[config.mk]
export PLATFORM = sky130hd
export DESIGN_NAME = ooo_core
export DESIGN_NICKNAME = d
export VERILOG_FILES = /design/src/logic/ooo_pkg.sv /design/src/logic/ooo_core.sv /design/src/logic/exec_unit.sv /design/src/logic/issue_select.sv /design/src/logic/rs.sv /design/src/logic/psel_gen.sv
export VERILOG_INCLUDE_DIRS = /design/src /design/src/logic
export SDC_FILE = /design/constraint.sdc
export NUM_CORES = 1
export LEC_CHECK = 0
export ABC_AREA = 1
export BUFFER_PORTS_ARGS = -buffer_cell sky130_fd_sc_hd__buf_2
export CELL_PAD_IN_SITES_DETAIL_PLACEMENT = 0
export CELL_PAD_IN_SITES_GLOBAL_PLACEMENT = 2
export CORE_MARGIN = 1
export CORE_UTILIZATION = 25
export CTS_CLUSTER_DIAMETER = 100
export DETAILED_ROUTE_END_ITERATION = 10
export PLACE_DENSITY_LB_ADDON = 0.15
export RECOVER_POWER = 100
export SLEW_MARGIN = 10
export SYNTH_ARGS = -nofsm -noshare
export SYNTH_HDL_FRONTEND = slang
export SYNTH_HIERARCHICAL = 1
export SYNTH_SLANG_ARGS = --single-unit
[constraint.sdc]
create_clock -name clock -period 12.51 [get_ports clock]
set_input_delay 0.6255 -clock clock [delete_from_list [all_inputs] [get_ports clock]]
set_output_delay 0.6255 -clock clock [all_outputs]
set_load 0.02 [all_outputs]
[src/logic/ooo_defines.svh]
`ifndef OOO_DEFINES_SVH
`define OOO_DEFINES_SVH

// instructions accepted from dispatch per cycle
// also the number of common data bus slots
`define NUM_DISPATCH 2

// reservation station entries
`define RS_SZ 8

// physical tag width, 32 tags
`define TAG_W 5

// one bit per branch in flight
`define BMASK_W 4

// dispatch count and rs_spots width, holds 0 to NUM_DISPATCH
`define CNT_W 2

// multiplier pipeline depth
`define MUL_LAT 3

`endif
[src/logic/ooo_pkg.sv]
package ooo_pkg;

    // operation carried with each instruction
    // add, sub and and go to the ALU
    // mul goes to the pipelined multiplier
    typedef enum logic [1:0] {
        OP_ADD = 2'd0,
        OP_SUB = 2'd1,
        OP_AND = 2'd2,
        OP_MUL = 2'd3
    } op_t;

endpackage

[src/logic/ooo_core.sv]
`timescale 1ns/1ns
`include "ooo_defines.svh"

module ooo_core import ooo_pkg::*; (
    input  logic                                   clock,
    input  logic                                   reset,
    // dispatch
    input  logic [`CNT_W-1:0]                      dispatch_count,
    input  logic [`NUM_DISPATCH-1:0][`TAG_W-1:0]   dispatch_dest,
    input  logic [`NUM_DISPATCH-1:0][`TAG_W-1:0]   dispatch_src1,
    input  logic [`NUM_DISPATCH-1:0][`TAG_W-1:0]   dispatch_src2,
    input  logic [`NUM_DISPATCH-1:0]               dispatch_src1_ready,
    input  logic [`NUM_DISPATCH-1:0]               dispatch_src2_ready,
    input  op_t  [`NUM_DISPATCH-1:0]               dispatch_op,
    input  logic [`NUM_DISPATCH-1:0][`BMASK_W-1:0] dispatch_bmask,
    output logic [`CNT_W-1:0]                      rs_spots,
    // branch
    input  logic [`BMASK_W-1:0]                    resolve_mask,
    input  logic                                   mispredict,
    // issue
    output logic                                   issue_valid,
    output logic [`TAG_W-1:0]                      issue_tag,
    output op_t                                    issue_op,
    output logic [`BMASK_W-1:0]                    issue_bmask,
    // common data bus
    output logic [`NUM_DISPATCH-1:0]               cdb_valid,
    output logic [`NUM_DISPATCH-1:0][`TAG_W-1:0]   cdb_tag
);

    // station view for the selector
    logic [`RS_SZ-1:0]               entry_valid;
    logic [`RS_SZ-1:0]               entry_ready;
    logic [`RS_SZ-1:0][`TAG_W-1:0]   entry_dest;
    op_t  [`RS_SZ-1:0]               entry_op;
    logic [`RS_SZ-1:0][`BMASK_W-1:0] entry_bmask;
    logic [`RS_SZ-1:0]               issue_clear;

    rs rs_i (
        .clock(clock),
        .reset(reset),
        .dispatch_count(dispatch_count),
        .dispatch_dest(dispatch_dest),
        .dispatch_src1(dispatch_src1),
        .dispatch_src2(dispatch_src2),
        .dispatch_src1_ready(dispatch_src1_ready),
        .dispatch_src2_ready(dispatch_src2_ready),
        .dispatch_op(dispatch_op),
        .dispatch_bmask(dispatch_bmask),
        .rs_spots(rs_spots),
        .cdb_valid(cdb_valid),
        .cdb_tag(cdb_tag),
        .resolve_mask(resolve_mask),
        .mispredict(mispredict),
        .issue_clear(issue_clear),
        .entry_valid(entry_valid),
        .entry_ready(entry_ready),
        .entry_dest(entry_dest),
        .entry_op(entry_op),
        .entry_bmask(entry_bmask)
    );

    issue_select issue_select_i (
        .clock(clock),
        .reset(reset),
        .entry_valid(entry_valid),
        .entry_ready(entry_ready),
        .entry_dest(entry_dest),
        .entry_op(entry_op),
        .entry_bmask(entry_bmask),
        .resolve_mask(resolve_mask),
        .mispredict(mispredict),
        .issue_clear(issue_clear),
        .issue_valid(issue_valid),
        .issue_tag(issue_tag),
        .issue_op(issue_op),
        .issue_bmask(issue_bmask)
    );

    // completions loop back to rs wakeup through cdb
    exec_unit exec_unit_i (
        .clock(clock),
        .reset(reset),
        .issue_valid(issue_valid),
        .issue_tag(issue_tag),
        .issue_op(issue_op),
        .issue_bmask(issue_bmask),
        .resolve_mask(resolve_mask),
        .mispredict(mispredict),
        .cdb_valid(cdb_valid),
        .cdb_tag(cdb_tag)
    );

endmodule

[src/logic/exec_unit.sv]
`timescale 1ns/1ns
`include "ooo_defines.svh"

module exec_unit import ooo_pkg::*; (
    input  logic                                 clock,
    input  logic                                 reset,
    input  logic                                 issue_valid,
    input  logic [`TAG_W-1:0]                    issue_tag,
    input  op_t                                  issue_op,
    input  logic [`BMASK_W-1:0]                  issue_bmask,
    input  logic [`BMASK_W-1:0]                  resolve_mask,
    input  logic                                 mispredict,
    output logic [`NUM_DISPATCH-1:0]             cdb_valid,
    output logic [`NUM_DISPATCH-1:0][`TAG_W-1:0] cdb_tag
);

    // single ALU stage
    logic                alu_valid;
    logic [`TAG_W-1:0]   alu_tag;
    logic [`BMASK_W-1:0] alu_bmask;

    // multiplier shift pipeline, stage MUL_LAT-1 drives the bus
    logic [`MUL_LAT-1:0]               mul_valid;
    logic [`MUL_LAT-1:0][`TAG_W-1:0]   mul_tag;
    logic [`MUL_LAT-1:0][`BMASK_W-1:0] mul_bmask;

    logic                issue_kill;
    logic                is_mul;
    logic                alu_kill;
    logic [`MUL_LAT-1:0] mul_kill;

    assign is_mul     = (issue_op == OP_MUL);
    assign issue_kill = mispredict && |(issue_bmask & resolve_mask);
    assign alu_kill   = mispredict && |(alu_bmask & resolve_mask);

    always_comb begin
        for (int s = 0; s < `MUL_LAT; s++) begin
            mul_kill[s] = mispredict && |(mul_bmask[s] & resolve_mask);
        end
    end

    always_ff @(posedge clock) begin
        if (reset) begin
            alu_valid <= 1'b0;
            mul_valid <= '0;
        end else begin
            alu_valid    <= issue_valid && !is_mul && !issue_kill;
            mul_valid[0] <= issue_valid && is_mul && !issue_kill;
            for (int s = 1; s < `MUL_LAT; s++) begin
                mul_valid[s] <= mul_valid[s-1] && !mul_kill[s-1];
            end
        end
    end

    // masks lose resolved bits on every move
    always_ff @(posedge clock) begin
        alu_tag      <= issue_tag;
        alu_bmask    <= issue_bmask & ~resolve_mask;
        mul_tag[0]   <= issue_tag;
        mul_bmask[0] <= issue_bmask & ~resolve_mask;
        for (int s = 1; s < `MUL_LAT; s++) begin
            mul_tag[s]   <= mul_tag[s-1];
            mul_bmask[s] <= mul_bmask[s-1] & ~resolve_mask;
        end
    end

    // slot 0 for ALU, slot 1 for mul, an output stage under a mispredict is held off
    assign cdb_valid = {mul_valid[`MUL_LAT-1] && !mul_kill[`MUL_LAT-1],
                        alu_valid && !alu_kill};
    assign cdb_tag   = {mul_tag[`MUL_LAT-1], alu_tag};

endmodule

[src/logic/issue_select.sv]
`timescale 1ns/1ns
`include "ooo_defines.svh"

module issue_select import ooo_pkg::*; (
    input  logic                            clock,
    input  logic                            reset,
    input  logic [`RS_SZ-1:0]               entry_valid,
    input  logic [`RS_SZ-1:0]               entry_ready,
    input  logic [`RS_SZ-1:0][`TAG_W-1:0]   entry_dest,
    input  op_t  [`RS_SZ-1:0]               entry_op,
    input  logic [`RS_SZ-1:0][`BMASK_W-1:0] entry_bmask,
    input  logic [`BMASK_W-1:0]             resolve_mask,
    input  logic                            mispredict,
    output logic [`RS_SZ-1:0]               issue_clear,
    output logic                            issue_valid,
    output logic [`TAG_W-1:0]               issue_tag,
    output op_t                             issue_op,
    output logic [`BMASK_W-1:0]             issue_bmask
);

    logic [`RS_SZ-1:0]      req;
    logic [0:0][`RS_SZ-1:0] gnt;
    logic [`TAG_W-1:0]      win_tag;
    op_t                    win_op;
    logic [`BMASK_W-1:0]    win_bmask;

    // candidates are valid, both sources ready, and not dying this cycle
    always_comb begin
        for (int i = 0; i < `RS_SZ; i++) begin
            req[i] = entry_valid[i] && entry_ready[i]
                  && !(mispredict && |(entry_bmask[i] & resolve_mask));
        end
    end

    // lowest index wins
    psel_gen #(
        .WIDTH(`RS_SZ),
        .REQS(1)
    ) issue_psel (
        .req(req),
        .gnt_bus(gnt)
    );

    // one-hot, frees the entry at the next edge
    assign issue_clear = gnt[0];

    always_comb begin
        win_tag   = '0;
        win_op    = OP_ADD;
        win_bmask = '0;
        for (int i = 0; i < `RS_SZ; i++) begin
            if (gnt[0][i]) begin
                win_tag   = entry_dest[i];
                win_op    = entry_op[i];
                win_bmask = entry_bmask[i];
            end
        end
    end

    // reloaded every edge so a squashed op never lingers here
    // exec_unit drops it on capture when the mispredict hits this cycle
    always_ff @(posedge clock) begin
        if (reset) begin
            issue_valid <= 1'b0;
        end else begin
            issue_valid <= |gnt[0];
        end
    end

    always_ff @(posedge clock) begin
        issue_tag   <= win_tag;
        issue_op    <= win_op;
        issue_bmask <= win_bmask & ~resolve_mask;
    end

endmodule

[src/logic/rs.sv]
`timescale 1ns/1ns
`include "ooo_defines.svh"

module rs import ooo_pkg::*; (
    input  logic                                 clock,
    input  logic                                 reset,
    // dispatch side, valid for one cycle, no handshake
    input  logic [`CNT_W-1:0]                    dispatch_count,
    input  logic [`NUM_DISPATCH-1:0][`TAG_W-1:0] dispatch_dest,
    input  logic [`NUM_DISPATCH-1:0][`TAG_W-1:0] dispatch_src1,
    input  logic [`NUM_DISPATCH-1:0][`TAG_W-1:0] dispatch_src2,
    input  logic [`NUM_DISPATCH-1:0]             dispatch_src1_ready,
    input  logic [`NUM_DISPATCH-1:0]             dispatch_src2_ready,
    input  op_t  [`NUM_DISPATCH-1:0]             dispatch_op,
    input  logic [`NUM_DISPATCH-1:0][`BMASK_W-1:0] dispatch_bmask,
    output logic [`CNT_W-1:0]                    rs_spots,
    // common data bus
    input  logic [`NUM_DISPATCH-1:0]             cdb_valid,
    input  logic [`NUM_DISPATCH-1:0][`TAG_W-1:0] cdb_tag,
    // branch resolution
    input  logic [`BMASK_W-1:0]                  resolve_mask,
    input  logic                                 mispredict,
    // issue side
    input  logic [`RS_SZ-1:0]                    issue_clear,
    output logic [`RS_SZ-1:0]                    entry_valid,
    output logic [`RS_SZ-1:0]                    entry_ready,
    output logic [`RS_SZ-1:0][`TAG_W-1:0]        entry_dest,
    output op_t  [`RS_SZ-1:0]                    entry_op,
    output logic [`RS_SZ-1:0][`BMASK_W-1:0]      entry_bmask
);

    localparam int FREE_W = $clog2(`RS_SZ + 1);

    // source tags and their ready bits are private to the station
    logic [`RS_SZ-1:0][`TAG_W-1:0]   src1_q;
    logic [`RS_SZ-1:0][`TAG_W-1:0]   src2_q;
    logic [`RS_SZ-1:0]               rdy1_q;
    logic [`RS_SZ-1:0]               rdy2_q;

    // next state of every entry
    logic [`RS_SZ-1:0]               valid_n;
    logic [`RS_SZ-1:0]               rdy1_n;
    logic [`RS_SZ-1:0]               rdy2_n;
    logic [`RS_SZ-1:0][`TAG_W-1:0]   dest_n;
    logic [`RS_SZ-1:0][`TAG_W-1:0]   src1_n;
    logic [`RS_SZ-1:0][`TAG_W-1:0]   src2_n;
    op_t  [`RS_SZ-1:0]               op_n;
    logic [`RS_SZ-1:0][`BMASK_W-1:0] bmask_n;

    logic [`NUM_DISPATCH-1:0][`RS_SZ-1:0] alloc_gnt;
    logic [FREE_W-1:0]                    free_cnt;

    // tag match against every valid bus slot
    function automatic logic cdb_hit(
        input logic [`TAG_W-1:0]                    tag,
        input logic [`NUM_DISPATCH-1:0]             bus_valid,
        input logic [`NUM_DISPATCH-1:0][`TAG_W-1:0] bus_tag
    );
        logic hit;
        hit = 1'b0;
        for (int k = 0; k < `NUM_DISPATCH; k++) begin
            if (bus_valid[k] && bus_tag[k] == tag) begin
                hit = 1'b1;
            end
        end
        return hit;
    endfunction

    // free slots for up to NUM_DISPATCH new instructions, lowest index first
    psel_gen #(
        .WIDTH(`RS_SZ),
        .REQS(`NUM_DISPATCH)
    ) alloc_psel (
        .req(~entry_valid),
        .gnt_bus(alloc_gnt)
    );

    // spots come from registered valid bits only
    always_comb begin
        free_cnt = '0;
        for (int i = 0; i < `RS_SZ; i++) begin
            if (!entry_valid[i]) begin
                free_cnt = free_cnt + 1'b1;
            end
        end
        if (free_cnt > FREE_W'(`NUM_DISPATCH)) begin
            rs_spots = `CNT_W'(`NUM_DISPATCH);
        end else begin
            rs_spots = free_cnt[`CNT_W-1:0];
        end
    end

    always_comb begin
        valid_n = entry_valid;
        dest_n  = entry_dest;
        src1_n  = src1_q;
        src2_n  = src2_q;
        rdy1_n  = rdy1_q;
        rdy2_n  = rdy2_q;
        op_n    = entry_op;
        for (int i = 0; i < `RS_SZ; i++) begin
            // resolved branches drop out of the mask
            bmask_n[i] = entry_bmask[i] & ~resolve_mask;
            // squash anything under the mispredicted branch
            if (mispredict && |(entry_bmask[i] & resolve_mask)) begin
                valid_n[i] = 1'b0;
            end
            // wakeup
            if (cdb_hit(src1_q[i], cdb_valid, cdb_tag)) begin
                rdy1_n[i] = 1'b1;
            end
            if (cdb_hit(src2_q[i], cdb_valid, cdb_tag)) begin
                rdy2_n[i] = 1'b1;
            end
            if (issue_clear[i]) begin
                valid_n[i] = 1'b0;
            end
        end
        // new instructions land in granted free entries
        for (int k = 0; k < `NUM_DISPATCH; k++) begin
            for (int j = 0; j < `RS_SZ; j++) begin
                if (k < int'(dispatch_count) && alloc_gnt[k][j]) begin
                    // a dispatch under the branch being mispredicted dies on arrival
                    valid_n[j] = !(mispredict && |(dispatch_bmask[k] & resolve_mask));
                    dest_n[j]  = dispatch_dest[k];
                    src1_n[j]  = dispatch_src1[k];
                    src2_n[j]  = dispatch_src2[k];
                    // same-cycle broadcast counts as ready
                    rdy1_n[j]  = dispatch_src1_ready[k]
                               | cdb_hit(dispatch_src1[k], cdb_valid, cdb_tag);
                    rdy2_n[j]  = dispatch_src2_ready[k]
                               | cdb_hit(dispatch_src2[k], cdb_valid, cdb_tag);
                    op_n[j]    = dispatch_op[k];
                    bmask_n[j] = dispatch_bmask[k] & ~resolve_mask;
                end
            end
        end
    end

    always_ff @(posedge clock) begin
        if (reset) begin
            entry_valid <= '0;
        end else begin
            entry_valid <= valid_n;
        end
    end

    // entry payload, only meaningful where entry_valid is set
    always_ff @(posedge clock) begin
        entry_dest  <= dest_n;
        src1_q      <= src1_n;
        src2_q      <= src2_n;
        rdy1_q      <= rdy1_n;
        rdy2_q      <= rdy2_n;
        entry_op    <= op_n;
        entry_bmask <= bmask_n;
    end

    assign entry_ready = rdy1_q & rdy2_q;

endmodule

[src/logic/psel_gen.sv]
`timescale 1ns/1ns

module psel_gen #(
    parameter int WIDTH = 8,
    parameter int REQS  = 2
) (
    input  logic [WIDTH-1:0]           req,
    output logic [REQS-1:0][WIDTH-1:0] gnt_bus
);

    // grant k goes to the k-th lowest set request bit
    // grants beyond the number of set bits stay zero
    always_comb begin
        int found;
        found = 0;
        gnt_bus = '0;
        for (int i = 0; i < WIDTH; i++) begin
            if (req[i]) begin
                for (int k = 0; k < REQS; k++) begin
                    // only the grant matching the running count takes this bit
                    if (found == k) begin
                        gnt_bus[k][i] = 1'b1;
                    end
                end
                found = found + 1;
            end
        end
    end

endmodule

==> impl_summary.log, run 1 <==
INFO  metric outcome = finished with violations
INFO  metric failed_checks = capacitance limit, slew limit
INFO  metric finalNetCount = 2140
INFO  metric synth_seq_cells = between 200 and 250
INFO  metric min-delay-path-class = flop to flop
INFO  metric post-route-min-period = between 6 and 7 ns
INFO  metric postCtsSetupRepairBufs = 0
INFO  metric drc_errors = 0
INFO  metric p_comb_frac = 0.420
INFO  metric clockRootBuffer = sky130_fd_sc_hd__clkbuf_16
INFO  metric totalNegativeSetupSlack = 0 ns
INFO  metric gp_routability_congestion = around 0.8
INFO  metric synth_top_flop_cell = sky130_fd_sc_hd__edfxtp_1
INFO  metric cp_data_required_time = 12.71 ns
INFO  metric internal-power = 2130 uW
INFO  metric combined_global_route_utilization_of_all_metal_layers = 0.201
INFO  metric floorplan.io_pins = 81
INFO  metric maxCapViolCount = 11
INFO  metric yosys_warnings = 6
INFO  metric cell_area_after_synthesis = 15100 um^2
INFO  metric start_util = 0.255
INFO  metric buffers_on_ports = 80
INFO  metric slew_headroom = -0.638
INFO  metric number_of_distinct_library_cells_after_synthesis = 45
INFO  metric worst_pin_slew = 2.46 ns
INFO  metric postRouteAntennaNets = 0
INFO  metric drt-wirelength-per-cell = around 22 um
INFO  metric yosysTopAreaCell = sky130_fd_sc_hd__edfxtp_1
INFO  metric first_global_vias = approximately 14000
INFO  metric power_frac_seq = 0.334
INFO  metric layout.cells.non_filler = 2847
INFO  metric p_leak = 0.00709 uW
INFO  metric die_h = ~250 um
INFO  metric clock_skew = ~0.025 ns
INFO  metric grt.overflow.total = 0
INFO  metric area_delta_synth_final = 12.7%
INFO  metric switching_share = 0.436
INFO  metric final_layout_size_suffix_gt1_frac = 0.0800
INFO  metric synth-edff-count = 152
INFO  metric die_width = between 200 and 250 um
INFO  metric place.detailed.instances = approximately 2800
INFO  metric clock_sink_count = around 240
INFO  metric dr_total_vias = 14100
INFO  metric launching_element_type_of_the_critical_path = flop
INFO  metric fp.coreArea = 59500 um^2
INFO  metric grt_pass1_wl = just over 90 mm
INFO  metric post_drt_via_cell_ratio = ~5
INFO  metric final.period_utilization = 0.546
INFO  metric pre_cts_slack = ~6.6 ns
INFO  metric power_density = between 200 and 250 nW/um^2
INFO  metric critPathKind = flop to flop
INFO  metric initial_drc_count = roughly 1200
INFO  metric cts_buffer_depth = 3
INFO  metric number_of_setup_violations_in_the_final_report = 0
INFO  metric vdd.ir_drop.worst = 0.000167 V
INFO  metric nFillCells = 6590
INFO  metric die_area = a little over 60000 um^2
INFO  metric clock_power_share = 0.246
INFO  metric grt_antenna_before_repair = 1
INFO  metric hold_viol = 0
INFO  metric layout_setup_ws = 5.68 ns
INFO  metric synth_nets = about 2100
INFO  metric synthArstFlopShare = 0
INFO  metric synth.top_cells.by_area = sky130_fd_sc_hd__edfxtp_1 30%, sky130_fd_sc_hd__nand2_1 13%, sky130_fd_sc_hd__dfxtp_1 11%
INFO  metric max_freq = roughly 150 MHz
INFO  metric timing.critical_path.to_type = flop
INFO  metric h_tree_level_count = 1
INFO  metric seq_area_frac_synth = 0.411
INFO  metric grt_start_max_net_pins = 46
INFO  metric dp_hpwl = between 40 and 50 mm
INFO  metric synthesis.instances = ~2000
INFO  metric clk-insertion-delay-late = 0.60 ns
INFO  metric final_count_of_pins_violating_max_slew = approximately 420
INFO  metric crit_fanout = 45
INFO  metric total_switching_power = 1640 uW
INFO  metric post_cts_repair_resize_count = 0
INFO  metric postSynthAreaPerCell = roughly 7.5 um^2
INFO  metric final.hold.worst_slack = ~0.33 ns
INFO  metric cts_inserted_buffers = 31
INFO  metric drt_first_pass_iters = 6
INFO  metric rows = just under 90
INFO  metric cts_tree = built
INFO  metric yosys.area.top_type_share = 0.302
INFO  metric cts.clk_slew.worst_paths = 0.06 ns
INFO  metric cp_data_arrival_time = approximately 7.0 ns
INFO  metric route.final.wire_length = slightly above 60 mm
INFO  metric num_antenna_cells = 0
INFO  metric rsz0062_at_grt = no
INFO  metric hold_buffers = 0
power by group through the flow:
stage | Sequential, uW | Clock, uW | Combinational [uW]
finish | 1260 | 929 | 1590
global route | 1280 | 983 | 1770
CTS | 1260 | 954 | 1620
detailed placement | 1270 | 0 | 1620
global placement | 1280 | 0 | 1610
floorplan | 1200 | 0 | 1140
layout by cell type (no fill, tap or decap), types with 13 or more instances in the layout:
cell,synthesis,layout
sky130_fd_sc_hd__xor2_1,26,26
sky130_fd_sc_hd__clkbuf_1,62,69
sky130_fd_sc_hd__o22ai_1,73,73
sky130_fd_sc_hd__inv_1,224,224
sky130_fd_sc_hd__o21ai_0,171,173
sky130_fd_sc_hd__edfxtp_1,152,152
sky130_fd_sc_hd__dfxtp_1,83,83
sky130_fd_sc_hd__clkbuf_16,0,32
sky130_fd_sc_hd__ha_1,35,35
sky130_fd_sc_hd__o2111ai_1,13,13
sky130_fd_sc_hd__xnor2_1,28,28
sky130_fd_sc_hd__a31oi_1,40,40
sky130_fd_sc_hd__nand4_1,21,21
sky130_fd_sc_hd__nand3_1,125,125
sky130_fd_sc_hd__a221oi_1,34,34
sky130_fd_sc_hd__nor2_1,172,172
sky130_fd_sc_hd__a21oi_1,73,73
sky130_fd_sc_hd__nand2_2,35,32
sky130_fd_sc_hd__buf_2,18,37
sky130_fd_sc_hd__nand2_1,507,512
Yosys cell counts, types with 28 or more instances:
cell type	count
sky130_fd_sc_hd__o21ai_0	171
sky130_fd_sc_hd__a221oi_1	34
sky130_fd_sc_hd__nand2_1	507
sky130_fd_sc_hd__ha_1	35
sky130_fd_sc_hd__clkbuf_1	62
sky130_fd_sc_hd__a31oi_1	40
sky130_fd_sc_hd__dfxtp_1	83
sky130_fd_sc_hd__nand3_1	125
sky130_fd_sc_hd__a21oi_1	73
sky130_fd_sc_hd__nand2_2	35
sky130_fd_sc_hd__inv_1	224
sky130_fd_sc_hd__edfxtp_1	152
sky130_fd_sc_hd__xnor2_1	28
sky130_fd_sc_hd__o22ai_1	73
sky130_fd_sc_hd__nor2_1	172
kinds of logic (layout without fill, tap and decap cells):
family / Yosys count / in the layout / share of synthesized area
adder cells (fa/ha/maj): 35 / 35 / 0.0289
AND/OR/NAND/NOR: 909 / 909 / 0.260
XOR/XNOR: 54 / 54 / 0.0312
buffers and inverters: 354 / 401 / 0.0955
AO/OA/AOI/OAI: 439 / 439 / 0.173
flip-flops: 235 / 235 / 0.411
other: 1 / 1 / 0.000248
metal layers:
| layer | routed length [um] | GRT usage |
|---|---|---|
| met1 | 29400 | 0.277 |
| met2 | 29000 | 0.335 |
| met3 | 2460 | 0.0201 |
| met4 | 1380 | 0.0475 |
| met5 | 0 | 0 |
final timing paths:
check                                             from                      to  slack (ns)  depth (start not counted)
worst max-delay path               rs_i/entry_valid[0]     rs_i/entry_dest[34]        5.68                         24
worst max register to register     rs_i/entry_valid[0]     rs_i/entry_dest[34]        5.68                         24
worst min register to register  exec_unit_i/mul_tag[6]  exec_unit_i/cdb_tag[6]        0.33                          0
worst min-delay path            exec_unit_i/mul_tag[6]  exec_unit_i/cdb_tag[6]        0.33                          0
state kept, by name, indices dropped and copies added (netlist names):
| register | flops |
|---|---|
| rs_i/entry_op | 16 |
| rs_i/entry_bmask | 32 |
| rs_i/rdy1_q | 8 |
| exec_unit_i/mul_valid | 3 |
| issue_select_i/issue_valid | 1 |
| rs_i/src2_q | 40 |
| exec_unit_i/cdb_tag | 5 |
| issue_select_i/issue_tag | 5 |
| exec_unit_i/mul_tag | 10 |
| rs_i/src1_q | 40 |
| rs_i/rdy2_q | 8 |
| issue_select_i/issue_bmask | 4 |
| issue_select_i/issue_op | 2 |
| exec_unit_i/alu_valid | 1 |
| rs_i/entry_dest | 40 |
| exec_unit_i/mul_bmask | 12 |
| rs_i/entry_valid | 8 |
worst max-delay path, stage by stage, from the launching register on:
cell and delay (ns):
sky130_fd_sc_hd__dfxtp_1 0.34, sky130_fd_sc_hd__inv_1 0.13, sky130_fd_sc_hd__inv_1 0.10, sky130_fd_sc_hd__ha_1 0.35, sky130_fd_sc_hd__nand2_1 0.19, sky130_fd_sc_hd__nand2_1 0.14, sky130_fd_sc_hd__ha_1 0.30, sky130_fd_sc_hd__nand2_1 0.06
sky130_fd_sc_hd__nand2_1 0.12, sky130_fd_sc_hd__inv_1 0.07, sky130_fd_sc_hd__ha_1 0.26, sky130_fd_sc_hd__or2_2 0.28, sky130_fd_sc_hd__nand2_1 0.15, sky130_fd_sc_hd__inv_1 0.06, sky130_fd_sc_hd__ha_1 0.27, sky130_fd_sc_hd__or2_2 0.10
sky130_fd_sc_hd__nand2_1 0.16, sky130_fd_sc_hd__ha_1 0.23, sky130_fd_sc_hd__nor3b_1 0.13, sky130_fd_sc_hd__nand2_1 0.06, sky130_fd_sc_hd__clkbuf_1 1.58, sky130_fd_sc_hd__inv_1 0.25, sky130_fd_sc_hd__nor2_1 0.18, sky130_fd_sc_hd__clkbuf_1 0.37
sky130_fd_sc_hd__inv_1 0.52
stage by stage:
step           power, uW  cell area, um^2   util
3_5_place_dp        2890            16200  0.272
3_3_place_gp        2890            16200  0.272
4_1_cts             3840            17200  0.289
6_report            3770            17100  0.287
5_1_grt             4040            17100  0.287
2_1_floorplan       2340            15100      -
final cells by class:
class                   count  area [um^2]  area share
inverters                 238          893      0.0524
repair buffers            106          478      0.0280
flip-flops and latches    235         6230       0.365
clock inverters            11          151     0.00888
well taps                 773          967      0.0567
clock buffers              46          903      0.0530
multi-input cells        1438         7440       0.436
(Power assumes the default switching activity.)
==> run 2, diff against run 1 <==
==> constraint.sdc (replaced) <==
create_clock -name clock -period 5.8 [get_ports clock]
set_input_delay 0.29 -clock clock [delete_from_list [all_inputs] [get_ports clock]]
set_output_delay 0.29 -clock clock [all_outputs]
set_load 0.02 [all_outputs]
==> run 2 against run 1 <==
Compared with the run above:
- the flow still finishes with violations (capacitance limit, slew limit)
- critical path type unchanged
- cell count up 0.56%
- sequential share of layout area down 0.099 points
- first-iteration DRC count fell by 13%
- final area rose by 0.27%
- non-clock buffer count increased by 17
- clock-buffer cell count shrank 6
- register-to-register slack got worse by 5.1 ns
- via count is 0.34% higher
- clock power increased by 98%
- flip-flop and latch count did not move
- worst hold slack worse by 0.21 ns
- fmax grew 30%
==> impl_summary.log, run 2 (synthesized netlist as in run 1, its figures left out) <==
INFO  metric final.period_utilization = 0.905 (was 0.546)
INFO  metric h_tree_level_count = 1 (unchanged)
INFO  metric critical_path.n_buffers_inverters = 6 (was 8)
INFO  metric min-delay-path-class = input port to flop (was flop to flop)
INFO  metric worst_pin_slew = 2.44 ns (was 2.46 ns)
INFO  metric area_delta_synth_final = 13.0% (was 12.7%)
INFO  metric cpLargestDelayFamily = simple AND/OR/NAND/NOR gates (was buffers and inverters)
INFO  metric hold_buffers = 0 (unchanged)
INFO  metric timing.rr.start = rs_i/rdy1_q[0] (was rs_i/entry_valid[0])
INFO  metric grt.overflow.total = 0 (unchanged)
INFO  metric fp.coreArea = 59500 um^2 (unchanged)
INFO  metric registers_with_the_most_flip_flops = rs_i/entry_dest (40), rs_i/src1_q (40), rs_i/src2_q (40) (unchanged)
INFO  metric final_count_of_pins_violating_max_slew = 333 (was 421)
INFO  metric nFillCells = 6552 (was 6590)
INFO  metric postRouteAntennaNets = 0 (unchanged)
INFO  metric final_layout_size_suffix_gt1_frac = 0.0900 (was 0.0800)
INFO  metric outcome = finished with violations (unchanged)
INFO  metric cts_inserted_buffers = 30 (was 31)
INFO  metric grt.met2_usage = 0.314 (was 0.335)
INFO  metric dp_hpwl = 42.6 mm (was 43.2 mm)
INFO  metric vdd.ir_drop.worst = 0.000293 V (was 0.000167 V)
INFO  metric timing.critical_path.to_type = flop (unchanged)
INFO  metric combined_global_route_utilization_of_all_metal_layers = 0.194 (was 0.201)
INFO  metric floorplan.io_pins = 81 (unchanged)
INFO  metric totalNegativeSetupSlack = 0 ns (unchanged)
INFO  metric die_area = 61500 um^2 (unchanged)
INFO  metric post_cts_repair_resize_count = 0 (unchanged)
INFO  metric cp_data_required_time = 6.28 ns (was 12.71 ns)
INFO  metric maxCapViolCount = 8 (was 11)
INFO  metric clk-insertion-delay-late = 0.60 ns (about the same)
INFO  metric drt_first_pass_iters = 6 (unchanged)
INFO  metric cts_buffer_depth = 3 (unchanged)
INFO  metric clock_sink_count = 235 (unchanged)
INFO  metric r2r_slack = 0.55 ns (was 5.68 ns)
INFO  metric die_h = 248 um (unchanged)
INFO  metric launching_element_type_of_the_critical_path = flop (unchanged)
INFO  metric clockRootBuffer = sky130_fd_sc_hd__clkbuf_16 (unchanged)
INFO  metric grt_antenna_before_repair = 0 (was 1)
INFO  metric failed_checks = capacitance limit, slew limit (unchanged)
INFO  metric number_of_setup_violations_in_the_final_report = 0 (unchanged)
INFO  metric num_antenna_cells = 0 (unchanged)
INFO  metric cp_data_arrival_time = 5.73 ns (was 7.02 ns)
INFO  metric initial_drc_count = 1046 (was 1197)
INFO  metric max_freq = 191 MHz (was 146 MHz)
INFO  metric global_route.peak_usage_layer = met2 (unchanged)
INFO  metric start_util = 0.255 (unchanged)
INFO  metric gp_routability_congestion = 0.828 (was 0.800)
INFO  metric grt_start_max_net_pins = 46 (unchanged)
INFO  metric timing.hold.worst_path_depth = 2 (was 0)
INFO  metric dr_total_vias = 14100 (about the same)
INFO  metric slew_headroom = -0.629 (was -0.638)
INFO  metric launch_instance_of_the_worst_min_delay_path = reset (was exec_unit_i/mul_tag[6])
INFO  metric drc_errors = 0 (unchanged)
INFO  metric place.detailed.instances = 2807 (was 2790)
INFO  metric critical-path-max-stage-delay = 0.58 ns (was 1.58 ns)
INFO  metric buffers_on_ports = 80 (unchanged)
INFO  metric route.final.wire_length = 60.1 mm (was 62.2 mm)
INFO  metric die_width = 248 um (unchanged)
INFO  metric critPathKind = flop to flop (unchanged)
INFO  metric clock_skew = 0.0275 ns (was 0.0254 ns)
INFO  metric most-common-layout-cells = 509 x sky130_fd_sc_hd__nand2_1, 224 x sky130_fd_sc_hd__inv_1, 173 x sky130_fd_sc_hd__nor2_1 (was 512 x sky130_fd_sc_hd__nand2_1, 224 x sky130_fd_sc_hd__inv_1, 173 x sky130_fd_sc_hd__o21ai_0)
INFO  metric cts.clk_slew.worst_paths = 0.06 ns (about the same)
INFO  metric leading_cell_type_in_the_layout_fill_and_taps_excluded = sky130_fd_sc_hd__nand2_1 (unchanged)
INFO  metric drt-wirelength-per-cell = 21.0 um (was 21.8 um)
INFO  metric p_leak = 0.00715 uW (was 0.00709 uW)
INFO  metric hold_viol = 0 (unchanged)
INFO  metric grt_pass1_wl = 88.0 mm (was 90.7 mm)
INFO  metric worst_path_max_delay_cell = sky130_fd_sc_hd__clkbuf_1 (unchanged)
INFO  metric crit_fanout = 19 (was 45)
INFO  metric critical-path-top-cell-by-count = sky130_fd_sc_hd__nand2_1 (unchanged)
INFO  metric seqCellArea = 6230 um^2 (unchanged)
INFO  metric power_density = 465 nW/um^2 (was 221 nW/um^2)
INFO  metric post-route-min-period = 5.25 ns (was 6.83 ns)
INFO  metric layout.cells.non_filler = 2863 (was 2847)
INFO  metric rsz0062_at_grt = no (unchanged)
INFO  metric finalNetCount = 2156 (was 2140)
INFO  metric ff2ff_path_depth = 29 (was 24)
INFO  metric postCtsSetupRepairBufs = 0 (unchanged)
INFO  metric min_delay_worst_endpoint = rs_i/entry_valid[6] (was exec_unit_i/cdb_tag[6])
INFO  metric grt_util_met1 = 0.270 (was 0.277)
INFO  metric multiInputGateArea = 7450 um^2 (was 7440 um^2)
INFO  metric cts_tree = built (unchanged)
INFO  metric crit-reg2reg-capture = issue_select_i/issue_bmask[3] (was rs_i/entry_dest[34])
INFO  metric post_drt_via_cell_ratio = 4.94 (was 4.95)
INFO  metric first_global_vias = 13500 (about the same)
INFO  metric rows = 89 (unchanged)
INFO  metric grt_util_met3 = 0.0201 (unchanged)
run 2: changes by cell type in the layout (fill, tap and decap cells not counted), sizes merged:
| cell | change |
|---|---|
| buf | +19 |
| clkinv | +7 |
| clkbuf | -8 |
| clkinvlp | +1 |
| bufinv | -2 |
| inv | -1 |
run 2: final cells by class:
cell class,instances,share of cell area
Tap cell,773,0.0565
Sequential cell,235,0.364
Clock inverter,16,0.00761
Multi-Input combinational cell,1438,0.436
Timing Repair Buffer,123,0.0350
Clock buffer,40,0.0490
Inverter,238,0.0522
run 2: worst max path at each step:
stage / slack (ns) / from / to / cells past startpoint
floorplan: 1.07 / rs_i/entry_valid[0] / rs_i/entry_dest[35] / 28
global placement: 0.70 / rs_i/entry_valid[0] / rs_i/src2_q[39] / 29
detailed placement: 0.73 / rs_i/entry_valid[0] / rs_i/entry_dest[35] / 29
CTS: 0.51 / rs_i/entry_valid[0] / rs_spots[0] / 25
global route: 0.13 / rs_i/rdy1_q[0] / rs_i/entry_valid[7] / 29
finish: 0.55 / rs_i/rdy1_q[0] / issue_select_i/issue_bmask[3] / 29
run 2: stage by stage:
step	cell area, um^2	worst slack [ns]	hold WS (ns)	util	power (uW)
2_1_floorplan	15100	1.07	0.310	-	5050
3_3_place_gp	16300	0.701	0.312	0.274	6210
3_5_place_dp	16300	0.728	0.315	0.274	6220
4_1_cts	17300	0.514	0.0724	0.290	8100
5_1_grt	17100	0.130	0.116	0.288	8540
6_report	17100	0.554	0.113	0.288	7960
run 2: metal layers:
metal	share of wire	wire length, um
met4	0.026	1540
met2	0.45	27100
met1	0.47	28400
met5	0	0
met3	0.050	2990
run 2: where the power goes:
group	internal (uW)	leakage (uW)	switching, uW	total (uW)
logic	1070	0.00458	2410	3470
registers	2350	0.00209	297	2650
clock network	1060	0.000477	780	1840
total	4470	0.00715	3490	7960
==> run 3, diff against run 2 <==
--- a/config.mk
+++ b/config.mk
@@ -6,8 +6,8 @@
 export SDC_FILE = /design/constraint.sdc
 export NUM_CORES = 1
 export LEC_CHECK = 0
-export ABC_AREA = 1
 export BUFFER_PORTS_ARGS = -buffer_cell sky130_fd_sc_hd__buf_2
+export CAP_MARGIN = 20
 export CELL_PAD_IN_SITES_DETAIL_PLACEMENT = 0
 export CELL_PAD_IN_SITES_GLOBAL_PLACEMENT = 2
 export CORE_MARGIN = 1
==> run 3 against run 2 <==
Compared with the run above:
- the run ends with DRC, capacitance limit, slew limit left
- clock-buffer cell count is 8 higher
- wire length is 6.0% higher
- fmax is 4.8% lower
- critical path depth is 6 lower
- largest power group unchanged
- highest routed layer unchanged
==> impl_summary.log, run 3 <==
INFO  metric p_leak = 0.00699 uW (was 0.00715 uW)
INFO  metric number_of_setup_violations_in_the_final_report = 0 (unchanged)
INFO  metric maxCapViolCount = 11 (was 8)
INFO  metric dr_total_vias = 12700 (was 14100)
INFO  metric failed_checks = DRC, capacitance limit, slew limit (was capacitance limit, slew limit)
INFO  metric crit_fanout = 8 (was 19)
INFO  metric synth_seq_cells = 235 (unchanged)
INFO  metric critPathKind = flop to primary output (was flop to flop)
INFO  metric number_of_distinct_library_cells_after_synthesis = 70 (was 45)
INFO  metric start_util = 0.253 (was 0.255)
INFO  metric final.period_utilization = 0.950 (was 0.905)
INFO  metric registers_with_the_most_flip_flops = rs_i/entry_dest (40), rs_i/src1_q (40), rs_i/src2_q (40) (unchanged)
INFO  metric met1Wirelength = 30.0 mm (was 28.4 mm)
INFO  metric synth_nets = 1818 (was 2117)
INFO  metric die_area = 60900 um^2 (was 61500 um^2)
INFO  metric postRouteAntennaNets = 0 (unchanged)
INFO  metric post_drt_via_cell_ratio = 4.98 (was 4.94)
INFO  metric power_density = 530 nW/um^2 (was 465 nW/um^2)
INFO  metric drt_first_pass_iters = 8 (was 6)
INFO  metric slew_headroom = -0.526 (was -0.629)
INFO  metric clockRootBuffer = sky130_fd_sc_hd__clkbuf_16 (unchanged)
INFO  metric worst_pin_slew = 2.29 ns (was 2.44 ns)
INFO  metric cts_inserted_buffers = 31 (was 30)
INFO  metric cell_area_after_synthesis = 15000 um^2 (was 15100 um^2)
INFO  metric grt.overflow.total = 0 (unchanged)
INFO  metric grt_antenna_before_repair = 3 (was 0)
INFO  metric floorplan.io_pins = 81 (unchanged)
INFO  metric die_width = 247 um (was 248 um)
INFO  metric pre_cts_slack = 0.297 ns (was 0.728 ns)
INFO  metric fp.coreArea = 59100 um^2 (was 59500 um^2)
INFO  metric min-delay-path-class = input port to flop (unchanged)
INFO  metric grt_pass1_wl = 90.8 mm (was 88.0 mm)
INFO  metric most-common-layout-cells = 525 x sky130_fd_sc_hd__nand2_1, 164 x sky130_fd_sc_hd__xor2_1, 152 x sky130_fd_sc_hd__edfxtp_1 (was 509 x sky130_fd_sc_hd__nand2_1, 224 x sky130_fd_sc_hd__inv_1, 173 x sky130_fd_sc_hd__nor2_1)
INFO  metric grt_start_max_net_pins = 27 (was 46)
INFO  metric timing.critical_path.to_type = primary output (was flop)
INFO  metric finalNetCount = 1843 (was 2156)
INFO  metric initial_drc_count = 1014 (was 1046)
INFO  metric dp_hpwl = 42.9 mm (was 42.6 mm)
INFO  metric multiInputGateArea = 7950 um^2 (was 7450 um^2)
INFO  metric cts.clk_slew.worst_paths = 0.06 ns (about the same)
INFO  metric clock_skew = 0.0103 ns (was 0.0275 ns)
INFO  metric first_global_vias = 12600 (was 13500)
INFO  metric synthArstFlopShare = 0 (unchanged)
INFO  metric post-synth-top-count-cell = sky130_fd_sc_hd__nand2_1 (unchanged)
INFO  metric seq_area_frac_synth = 0.415 (was 0.411)
INFO  metric vdd.ir_drop.worst = 0.000226 V (was 0.000293 V)
INFO  metric die_h = 247 um (was 248 um)
INFO  metric cts_buffer_depth = 3 (unchanged)
INFO  metric outcome = finished with violations (unchanged)
INFO  metric synth.top_cells.by_area = sky130_fd_sc_hd__edfxtp_1 30%, sky130_fd_sc_hd__nand2_1 13%, sky130_fd_sc_hd__dfxtp_1 11% (unchanged)
INFO  metric max_freq = 182 MHz (was 191 MHz)
INFO  metric final.hold.worst_slack = 0.0372 ns (was 0.113 ns)
INFO  metric final_layout_size_suffix_gt1_frac = 0.0907 (was 0.0900)
INFO  metric highest_layer = met4 (unchanged)
INFO  metric rsz0062_at_grt = yes (was no)
INFO  metric synth_top_flop_cell = sky130_fd_sc_hd__edfxtp_1 (unchanged)
INFO  metric leading_cell_type_in_the_layout_fill_and_taps_excluded = sky130_fd_sc_hd__nand2_1 (unchanged)
INFO  metric clock_sink_count = 235 (unchanged)
INFO  metric drc_errors = 26 (was 0)
INFO  metric layout_setup_ws = 0.291 ns (was 0.554 ns)
INFO  metric buffers_on_ports = 80 (unchanged)
INFO  metric cp_data_required_time = 5.51 ns (was 6.28 ns)
INFO  metric cts_tree = built (unchanged)
INFO  metric gp_routability_congestion = 0.816 (was 0.828)
INFO  metric seqCellArea = 6230 um^2 (unchanged)
INFO  metric synthesis.instances = 1728 (was 2027)
INFO  metric yosys_warnings = 6 (unchanged)
INFO  metric synth_top_cells_by_count = 525 x sky130_fd_sc_hd__nand2_1, 164 x sky130_fd_sc_hd__xor2_1, 152 x sky130_fd_sc_hd__edfxtp_1 (was 507 x sky130_fd_sc_hd__nand2_1, 224 x sky130_fd_sc_hd__inv_1, 172 x sky130_fd_sc_hd__nor2_1)
INFO  metric synth-edff-count = 152 (unchanged)
INFO  metric final_count_of_pins_violating_max_slew = 261 (was 333)
INFO  metric post-route-min-period = 5.51 ns (was 5.25 ns)
INFO  metric postSynthAreaPerCell = 8.67 um^2 (was 7.47 um^2)
INFO  metric clk-insertion-delay-late = 0.59 ns (was 0.60 ns)
INFO  metric rows = 89 (unchanged)
INFO  metric yosysTopAreaCell = sky130_fd_sc_hd__edfxtp_1 (unchanged)
INFO  metric launching_element_type_of_the_critical_path = flop (unchanged)
INFO  metric drt-wirelength-per-cell = 24.9 um (was 21.0 um)
INFO  metric wl_met2 = 28.8 mm (was 27.1 mm)
INFO  metric ff2ff_path_depth = 22 (was 29)
INFO  metric hold_viol = 0 (unchanged)
INFO  metric route.met3.wl = 3.24 mm (was 2.99 mm)
INFO  metric nFillCells = 6304 (was 6552)
INFO  metric yosys.area.top_type_share = 0.305 (was 0.302)
INFO  metric timing.hold.worst_path_depth = 2 (unchanged)
INFO  metric area_delta_synth_final = 13.7% (was 13.0%)
INFO  metric cp_data_arrival_time = 5.22 ns (was 5.73 ns)
INFO  metric h_tree_level_count = 1 (unchanged)
INFO  metric route.final.wire_length = 63.7 mm (was 60.1 mm)
INFO  metric combined_global_route_utilization_of_all_metal_layers = 0.208 (was 0.194)
-- run 3: cell types whose count changed in the layout (fill, tap and decap cells not counted), moves of 28 or more --
cell,previous run,this run
sky130_fd_sc_hd__o21ai_0,172,9
sky130_fd_sc_hd__a22oi_1,0,55
sky130_fd_sc_hd__inv_1,224,37
sky130_fd_sc_hd__a311oi_1,0,33
sky130_fd_sc_hd__nand2_2,33,0
sky130_fd_sc_hd__nor2_1,173,63
sky130_fd_sc_hd__nand3_1,125,53
sky130_fd_sc_hd__a21oi_1,73,28
sky130_fd_sc_hd__nor4_1,0,42
sky130_fd_sc_hd__o22ai_1,73,21
sky130_fd_sc_hd__xor2_1,26,164
sky130_fd_sc_hd__xnor2_1,28,56
-- run 3: what timing repair did --
item                                    4_1_cts  5_1_grt
hold buffers                                  0        0
buffers inserted                              0        0
resized for setup                             0        8
endpoints found under the setup margin        0        7
-- run 3: path summary, 6_finish.rpt --
| kind | start | end | slack [ns] |
|---|---|---|---|
| worst max register to register | rs_i/entry_valid[1] | rs_i/entry_op[15] | 0.44 |
| worst min register to register | exec_unit_i/mul_tag[8] | exec_unit_i/cdb_tag[8] | 0.32 |
| worst min-delay path | mispredict | exec_unit_i/mul_valid[2] | 0.04 |
| worst max-delay path | rs_i/entry_valid[0] | rs_spots[1] | 0.29 |
-- run 3: cells by family (layout without fill, tap and decap cells) --
family,after synthesis,in the layout,share of synthesized area
compound gates,239,239,0.118
xor+xnor,232,232,0.146
fa+ha+maj,35,35,0.0292
buf+inv,190,238,0.0565
flops,235,235,0.415
mux,4,4,0.00276
other cells,1,4,0.000250
simple gates,792,792,0.231
-- run 3: cell type report --
type,instances,area share
clock buffer,48,0.0558
clock inverter,8,0.00345
inverter,38,0.00837
timing repair buffer,144,0.0433
antenna,3,0.000441
tap,773,0.0568
multi-input combinational,1303,0.466
sequential,235,0.365
-- run 3: power by group --
group / leakage, uW / internal (uW) / total [uW] / switching [uW]
clock network: 0.000505 / 1120 / 1910 / 787
logic: 0.00439 / 1480 / 4200 / 2730
registers: 0.00209 / 2470 / 2920 / 444
total: 0.00699 / 5070 / 9030 / 3960
-- run 3: critical path, stage by stage (launching register included) --
cell                       delay [ns]
sky130_fd_sc_hd__dfxtp_1         0.36
sky130_fd_sc_hd__inv_1           0.07
sky130_fd_sc_hd__buf_4           0.17
sky130_fd_sc_hd__ha_4            0.27
sky130_fd_sc_hd__xnor2_1         0.19
sky130_fd_sc_hd__ha_1            0.26
sky130_fd_sc_hd__nand2b_1        0.09
sky130_fd_sc_hd__o31a_1          0.25
sky130_fd_sc_hd__inv_1           0.07
sky130_fd_sc_hd__ha_1            0.30
sky130_fd_sc_hd__nor2_1          0.14
sky130_fd_sc_hd__a21oi_1         0.06
sky130_fd_sc_hd__ha_1            0.28
sky130_fd_sc_hd__nor2_1          0.04
sky130_fd_sc_hd__a21o_1          0.21
sky130_fd_sc_hd__a31oi_4         0.18
sky130_fd_sc_hd__ha_1            0.27
sky130_fd_sc_hd__mux2_2          0.30
sky130_fd_sc_hd__ha_1            0.20
sky130_fd_sc_hd__nor2b_1         0.14
sky130_fd_sc_hd__xnor2_1         0.14
sky130_fd_sc_hd__xnor2_1         0.13
sky130_fd_sc_hd__or3_1           0.35
sky130_fd_sc_hd__buf_2           0.16
-- run 3: metrics by stage --
step	util	area (um^2)	TNS [ns]	std cells	total power [uW]
global placement	0.273	16100	0	2493	7180
detailed placement	0.273	16100	0	2493	7190
finish	0.288	17000	0	2552	9030
global route	0.288	17000	-0.00636	2549	9600
CTS	0.290	17100	0	2549	9120
floorplan	-	15000	0	1728	5650
-- run 3: per-layer routing --
layer,global-route usage,up-vias
met5,0,-
met4,0.0586,0
met3,0.0304,76
met2,0.332,350
met1,0.290,6289
li1,-,6001
